===== src/rtl/bvt_pkg.sv =====
// Virtual-time and weight widths and their vector types for the BVT scheduler
package bvt_pkg;

  // Width of one virtual-time counter
  // Small enough that wrap-around shows up in short runs
  localparam int unsigned TimeWidth = 12;

  // Width of one flow weight
  localparam int unsigned WeightWidth = 4;

  // Virtual time of a flow
  // Counters wrap silently, no saturation
  typedef logic [TimeWidth-1:0] vtime_t;

  // Per-cycle time increment of a flow
  // Larger weight means time runs faster, so the flow is chosen less often
  // Zero freezes the flow's time
  typedef logic [WeightWidth-1:0] weight_t;

endpackage


===== src/rtl/flow_cfg_pkg.sv =====
// Flow payload type and the weight each flow holds after reset
package flow_cfg_pkg;

  // Width of the payload carried with each request
  localparam int unsigned PayloadWidth = 16;

  // Payload word travelling alongside a flow's request
  typedef logic [PayloadWidth-1:0] payload_t;

  // Weight loaded into every flow on reset
  // Equal weights give plain round-robin-like rotation
  localparam bvt_pkg::weight_t ResetWeight = bvt_pkg::weight_t'(1);

endpackage


===== src/rtl/bvt_arb_tree.sv =====
// Borrowed-virtual-time arbiter: per-flow time counters, minimum search, grant and payload steering
`timescale 1ns/1ps

module bvt_arb_tree #(
  parameter int unsigned NumIn = 4
) (
  input  logic                                 clk_i,
  input  logic                                 rst_ni,
  // Per-flow time increment
  input  bvt_pkg::weight_t [NumIn-1:0]         weight_i,
  // Request levels of the input flows
  input  logic [NumIn-1:0]                     req_i,
  // One-hot grant back to the winning flow
  output logic [NumIn-1:0]                     gnt_o,
  // Payload of each input flow
  input  flow_cfg_pkg::payload_t [NumIn-1:0]   data_i,
  // At least one flow requests
  output logic                                 req_o,
  // Downstream grant level
  input  logic                                 gnt_i,
  // Payload of the winning flow
  output flow_cfg_pkg::payload_t               data_o,
  // Index of the winning flow
  output logic [((NumIn > 1) ? $clog2(NumIn) : 1)-1:0] idx_o
);

  localparam int unsigned IdxWidth = (NumIn > 1) ? $clog2(NumIn) : 1;

  // Virtual time of every flow
  bvt_pkg::vtime_t [NumIn-1:0] vtime_d, vtime_q;

  // Transfer completes when the output request meets the downstream grant
  logic xfer;
  logic [IdxWidth-1:0] win_idx;

  // Smallest virtual time among the requesting flows
  // The minimum value itself is not needed here
  min_max_tree #(
    .NumIn     (NumIn),
    .DataWidth (bvt_pkg::TimeWidth)
  ) i_min_tree (
    .data_i   (vtime_q),
    .valid_i  (req_i),
    .is_max_i (1'b0),
    .data_o   (),
    .valid_o  (req_o),
    .idx_o    (win_idx)
  );

  assign idx_o = win_idx;
  assign xfer  = req_o & gnt_i;

  // Next counter values
  always_comb begin
    // Every flow advances by its weight, requesting or not
    for (int unsigned i = 0; i < NumIn; i++) begin
      vtime_d[i] = vtime_q[i] + bvt_pkg::vtime_t'(weight_i[i]);
    end
    // Served flow restarts from zero instead of advancing
    if (xfer) begin
      vtime_d[win_idx] = '0;
    end
  end

  // Steer the downstream grant to the winner only
  always_comb begin
    gnt_o          = '0;
    gnt_o[win_idx] = xfer;
  end

  // Winner's payload goes downstream
  assign data_o = data_i[win_idx];

  // Counter state
  always_ff @(posedge clk_i or negedge rst_ni) begin
    if (!rst_ni) begin
      vtime_q <= '0;
    end else begin
      vtime_q <= vtime_d;
    end
  end

endmodule


===== src/rtl/flow_sched_top.sv =====
// Weighted flow scheduler top level joining the weight register bank and the BVT arbiter
`timescale 1ns/1ps

module flow_sched_top #(
  parameter int unsigned NumFlows = 4
) (
  input  logic                                          clk_i,
  input  logic                                          rst_ni,
  // Flow side
  input  logic [NumFlows-1:0]                           req_i,
  input  flow_cfg_pkg::payload_t [NumFlows-1:0]         data_i,
  output logic [NumFlows-1:0]                           gnt_o,
  // Downstream side
  output logic                                          req_o,
  input  logic                                          gnt_i,
  output flow_cfg_pkg::payload_t                        data_o,
  output logic [((NumFlows > 1) ? $clog2(NumFlows) : 1)-1:0] idx_o,
  // Weight configuration
  input  logic                                          cfg_we_i,
  input  logic [((NumFlows > 1) ? $clog2(NumFlows) : 1)-1:0] cfg_idx_i,
  input  bvt_pkg::weight_t                              cfg_weight_i
);

  // Weights from the register bank into the arbiter
  bvt_pkg::weight_t [NumFlows-1:0] weight;

  weight_regfile #(
    .NumFlows (NumFlows)
  ) i_weight_regfile (
    .clk_i        (clk_i),
    .rst_ni       (rst_ni),
    .cfg_we_i     (cfg_we_i),
    .cfg_idx_i    (cfg_idx_i),
    .cfg_weight_i (cfg_weight_i),
    .weight_o     (weight)
  );

  // All outputs are combinational from the current requests and counters
  bvt_arb_tree #(
    .NumIn (NumFlows)
  ) i_bvt_arb_tree (
    .clk_i    (clk_i),
    .rst_ni   (rst_ni),
    .weight_i (weight),
    .req_i    (req_i),
    .gnt_o    (gnt_o),
    .data_i   (data_i),
    .req_o    (req_o),
    .gnt_i    (gnt_i),
    .data_o   (data_o),
    .idx_o    (idx_o)
  );

endmodule


===== src/rtl/min_max_tree.sv =====
// Combinational compare tree returning the smallest or largest valid value and its index
`timescale 1ns/1ps

module min_max_tree #(
  parameter int unsigned NumIn     = 4,
  parameter int unsigned DataWidth = 8
) (
  // Candidate values, one per input
  input  logic [NumIn-1:0][DataWidth-1:0] data_i,
  // Only valid inputs take part in the search
  input  logic [NumIn-1:0]                valid_i,
  // High selects the maximum, low the minimum
  input  logic                            is_max_i,
  output logic [DataWidth-1:0]            data_o,
  output logic                            valid_o,
  output logic [((NumIn > 1) ? $clog2(NumIn) : 1)-1:0] idx_o
);

  // Index width derived from the input count
  localparam int unsigned IdxWidth = (NumIn > 1) ? $clog2(NumIn) : 1;
  // Leaves padded up to a power of two so the tree stays balanced
  localparam int unsigned NumLeaves = 2 ** IdxWidth;
  // Heap layout with the children of node n at 2n+1 and 2n+2 and the leaves at the bottom
  localparam int unsigned NumNodes = 2 * NumLeaves - 1;

  typedef logic [IdxWidth-1:0] idx_t;

  always_comb begin
    logic [DataWidth-1:0] node_data  [NumNodes];
    logic                 node_valid [NumNodes];
    idx_t                 node_idx   [NumNodes];
    logic                 right_better;
    logic                 pick_right;

    // Leaf level
    for (int unsigned i = 0; i < NumLeaves; i++) begin
      if (i < NumIn) begin
        node_data[NumLeaves-1+i]  = data_i[i];
        node_valid[NumLeaves-1+i] = valid_i[i];
      end else begin
        // Padding leaves never win
        node_data[NumLeaves-1+i]  = '0;
        node_valid[NumLeaves-1+i] = 1'b0;
      end
      node_idx[NumLeaves-1+i] = idx_t'(i);
    end

    // Compare nodes from the bottom up, each picks one of its two children
    for (int n = int'(NumLeaves) - 2; n >= 0; n--) begin
      // Strict compare so that equal values keep the left, lower-index child
      right_better = is_max_i ? (node_data[2*n+2] > node_data[2*n+1])
                              : (node_data[2*n+2] < node_data[2*n+1]);

      // An invalid child always loses
      // Both invalid falls back to the left child, which drives index zero at the root
      pick_right = node_valid[2*n+2] & (~node_valid[2*n+1] | right_better);

      node_data[n]  = pick_right ? node_data[2*n+2] : node_data[2*n+1];
      node_idx[n]   = pick_right ? node_idx[2*n+2]  : node_idx[2*n+1];
      node_valid[n] = node_valid[2*n+1] | node_valid[2*n+2];
    end

    // Root of the tree
    data_o  = node_data[0];
    valid_o = node_valid[0];
    idx_o   = node_idx[0];
  end

endmodule


===== src/rtl/weight_regfile.sv =====
// Per-flow weight registers loaded through a configuration write strobe
`timescale 1ns/1ps

module weight_regfile #(
  parameter int unsigned NumFlows = 4
) (
  input  logic                                          clk_i,
  input  logic                                          rst_ni,
  // Write strobe, one entry per cycle
  input  logic                                          cfg_we_i,
  // Flow to be written
  input  logic [((NumFlows > 1) ? $clog2(NumFlows) : 1)-1:0] cfg_idx_i,
  // New weight for that flow
  input  bvt_pkg::weight_t                              cfg_weight_i,
  // Current weight of every flow
  output bvt_pkg::weight_t [NumFlows-1:0]               weight_o
);

  localparam int unsigned IdxWidth = (NumFlows > 1) ? $clog2(NumFlows) : 1;

  bvt_pkg::weight_t [NumFlows-1:0] weight_q;

  // Only the addressed entry updates
  // An index with no matching flow leaves all entries untouched
  always_ff @(posedge clk_i or negedge rst_ni) begin
    if (!rst_ni) begin
      for (int unsigned i = 0; i < NumFlows; i++) begin
        weight_q[i] <= flow_cfg_pkg::ResetWeight;
      end
    end else if (cfg_we_i) begin
      for (int unsigned i = 0; i < NumFlows; i++) begin
        if (cfg_idx_i == IdxWidth'(i)) begin
          weight_q[i] <= cfg_weight_i;
        end
      end
    end
  end

  // Zero weight is legal, it holds that flow's time still
  assign weight_o = weight_q;

endmodule

===== config.mk =====
export PLATFORM = sky130hd
export DESIGN_NAME = flow_sched_top
export DESIGN_NICKNAME = d
export VERILOG_FILES = /design/src/rtl/bvt_pkg.sv /design/src/rtl/flow_cfg_pkg.sv /design/src/rtl/bvt_arb_tree.sv /design/src/rtl/flow_sched_top.sv /design/src/rtl/min_max_tree.sv /design/src/rtl/weight_regfile.sv
export SDC_FILE = /design/constraint.sdc
export NUM_CORES = 1
export LEC_CHECK = 0
export BUFFER_PORTS_ARGS = -buffer_cell sky130_fd_sc_hd__buf_2
export CAP_MARGIN = 20
export CORE_UTILIZATION = 35
export DETAILED_ROUTE_END_ITERATION = 6
export PLACE_DENSITY = 0.66
export SLEW_MARGIN = 20
export SYNTH_ARGS = -nofsm -noshare
export SYNTH_HDL_FRONTEND = slang
export SYNTH_SLANG_ARGS = --single-unit
export TNS_END_PERCENT = 1

===== constraint.sdc =====
create_clock -name clk_i -period 6.7 [get_ports clk_i]
set_input_delay 0.335 -clock clk_i [delete_from_list [all_inputs] [get_ports clk_i]]
set_output_delay 0.335 -clock clk_i [all_outputs]
set_load 0.02 [all_outputs]

==> flow_metrics.tcl <==
set metrics [dict create \
    syn-cell-area_um2 4840 \
    mostFrequentLayoutCells "100 x buf_2, 60 x mux2i_1, 60 x dfrtp_1" \
    io_pins 101 \
    area_growth_pct 21.1 \
    setup_slack_ns 0.898 \
    max_cap_violations 0 \
    die_x_um 120 \
    synthDistinctLibCells 42 \
    tightestPinTransition_ns 1.09 \
    antenna_found_initial 0 \
    p_leak_uw 0.00290 \
    post-route-cell-area_um2 5860 \
    startpoint_type "flip-flop" \
    grt_pass1_vias 4110 \
    hold_violations 0 \
    seq_area_frac_synth_pct 33.2 \
    holdWs_ns 0.184 \
    hpwlAfterDp_um 8760 \
    yosys_warnings 0 \
    synth_nets 611 \
    period_share_pct 86.6 \
    cts_resized 0 \
    dieArea_um2 14300 \
    clock.fmax_ghz 0.172 \
    syn_avg_cell_area_um2 10.1 \
    wl_met2_um 5920 \
    synth_ff_type "dfrtp_1" \
    drt_iter0_markers 172 \
    port_buffers 100 \
    ir_drop_v 0.000348 \
    syn_inst 480 \
    rsz0062_at_grt "false" \
    rows 42 \
    finalCriticalPeriod_ns 5.80 \
    cts_sinks 64 \
    critPathMaxFanout 27 \
    slew_headroom_pct 26.9 \
    die_h_um 120 \
    path_clk_slew_ns 0.06 \
    fin_util_pct 43.9 \
    drc 0 \
    drive_gt1_share_pct 27.5 \
    n_antenna_cell 0 \
    m1WireLength_um 5010 \
    overflow 0 \
    vias 3923 \
    cts_hold_buffers 0 \
    cts_buffer_depth 2 \
    place_ws_ns 1.26 \
    start_util_pct 36.2 \
    highest_layer "met4" \
    p_per_area_nw_per_um2 575 \
    wl_met3_um 326 \
    mostFrequentLayoutCell "buf_2" \
    ctsRootBufferMaster "clkbuf_16" \
    skew_ns 0.00452 \
    postSynth.asyncResetShare_pct 100 \
    finalWirelength_um 11500 \
    cts_made_buffers 9 \
    end_kind "output port" \
    grt_pass1_wl_um 19300 \
    final_nets 711 \
    wl_per_cell_um 15.2 \
    setup_tns_ns 0 \
    ys_seq_elements 64 \
    dpl_cell_area_um2 5550 \
    finalWeightedCongestion 0.829 \
    cts_setup_buffers 0 \
    dr.pass1.iters 4 \
    final-max-slew-violation-count 0 \
    cts_tree "built" \
    drt-vias-per-instance 5.16 \
    insertion_delay_ns 0.33 \
    core_area_um2 13300 \
    ctsHtreeMaxLevel 3 \
    grt_max_degree 65 \
    hold_class "input pin to asynchronous set/reset pin" \
    grt_usage_pct 16.8 \
    drtAntennaViolNets 0 \
    synth_edf_count 0 \
    critPathKind "flip-flop to output port" \
    critPathArrivalTime_ns 5.47 \
    setup_viol_count_final 0 \
    outcome "finished clean" \
    cp.required_ns 6.36 \
]
-- metrics by stage --
stage	cells	total power, µW
4_1_cts	761	3380
6_report	761	3370
5_1_grt	761	3640
3_3_place_gp	745	2810
3_5_place_dp	745	2870
2_1_floorplan	480	2340
-- registers in the layout, summed over array words and instances (netlist names) --
signal and count:
i_bvt_arb_tree.vtime_q 48, i_weight_regfile.weight_o 16
-- report_power, final --
group          internal (µW)  leakage (µW)  switching [µW]
clock network            307      0.000148             174
registers                524      0.000804             130
logic                    940       0.00195            1300
-- final cells by class --
class / instances / area, µm²
clock inverters: 5 / 55.1
multi-input cells: 372 / 3070
clock buffers: 11 / 253
fillers: 1272 / 7490
well taps: 176 / 220
repair buffers: 108 / 561
flip-flops and latches: 64 / 1610
inverters: 25 / 93.8
-- cells in the mapped netlist, types with 5 or more instances --
library cell	n	area share (%)
dfrtp_1	60	31
a21boi_0	7	1.1
a21oi_1	51	5.3
inv_1	25	1.9
mux2_2	27	6.3
mux2i_1	60	12
ha_1	49	13
nor2_1	17	1.3
o31a_1	12	2.2
nor2b_1	9	1.2
nor3_1	7	0.72
buf_2	8	0.83
nand2_1	32	2.5
o21ai_0	8	0.83
a21o_1	10	1.6
xor2_1	12	2.2
clkbuf_1	5	0.39
xnor2_1	28	5.1
and3_1	6	0.78
-- critical path, stage by stage (launching register included) --
cell and delay [ns]:
dfrtp_1 0.38, inv_1 0.09, ha_1 0.33, nand4_1 0.14, nor3_1 0.22, o31ai_1 0.14, a31oi_4 0.41, buf_4 0.35
mux2i_1 0.27, ha_1 0.28, a21oi_1 0.14, o21ai_0 0.10, a2111oi_0 0.62, o211ai_1 0.17, a211oi_1 0.32, a21o_2 0.43
buf_4 0.37, and2_1 0.19, buf_2 0.17
-- metal layers --
metal	GRT usage, %	up-vias
met5	0	-
met4	7.58	0
met3	1.76	21
met2	28.9	73
met1	21.0	1913
li1	-	1916
-- cells by family after synthesis --
kind of cell | Yosys count | synth area share, %
AND/OR/NAND/NOR | 90 | 9.10
buffers and inverters | 44 | 4.01
flip-flops | 64 | 33.2
multiplexers | 88 | 19.0
AO/OA/AOI/OAI | 101 | 13.1
XOR/XNOR | 40 | 7.24
adder cells (fa/ha/maj) | 53 | 14.3
-- final timing paths --
kind	start	cells past startpoint	to	slack, ns
max in group asynchronous	rst_ni	2	i_bvt_arb_tree.vtime_q[33]$_DFF_PN0_	5.97
min	rst_ni	2	i_bvt_arb_tree.vtime_q[41]$_DFF_PN0_	0.18
max reg2reg	i_bvt_arb_tree.vtime_q[10]$_DFF_PN0_	17	i_bvt_arb_tree.vtime_q[37]$_DFF_PN0_	1.57
min in group clk_i	cfg_weight_i[3]	2	i_weight_regfile.weight_o[7]$_DFFE_PN0P_	0.31
min reg2reg	i_weight_regfile.weight_o[14]$_DFFE_PN0P_	1	i_weight_regfile.weight_o[14]$_DFFE_PN0P_	0.52
max	i_bvt_arb_tree.vtime_q[10]$_DFF_PN0_	18	gnt_o[2]	0.90
Power figures use the tool's default switching activity.
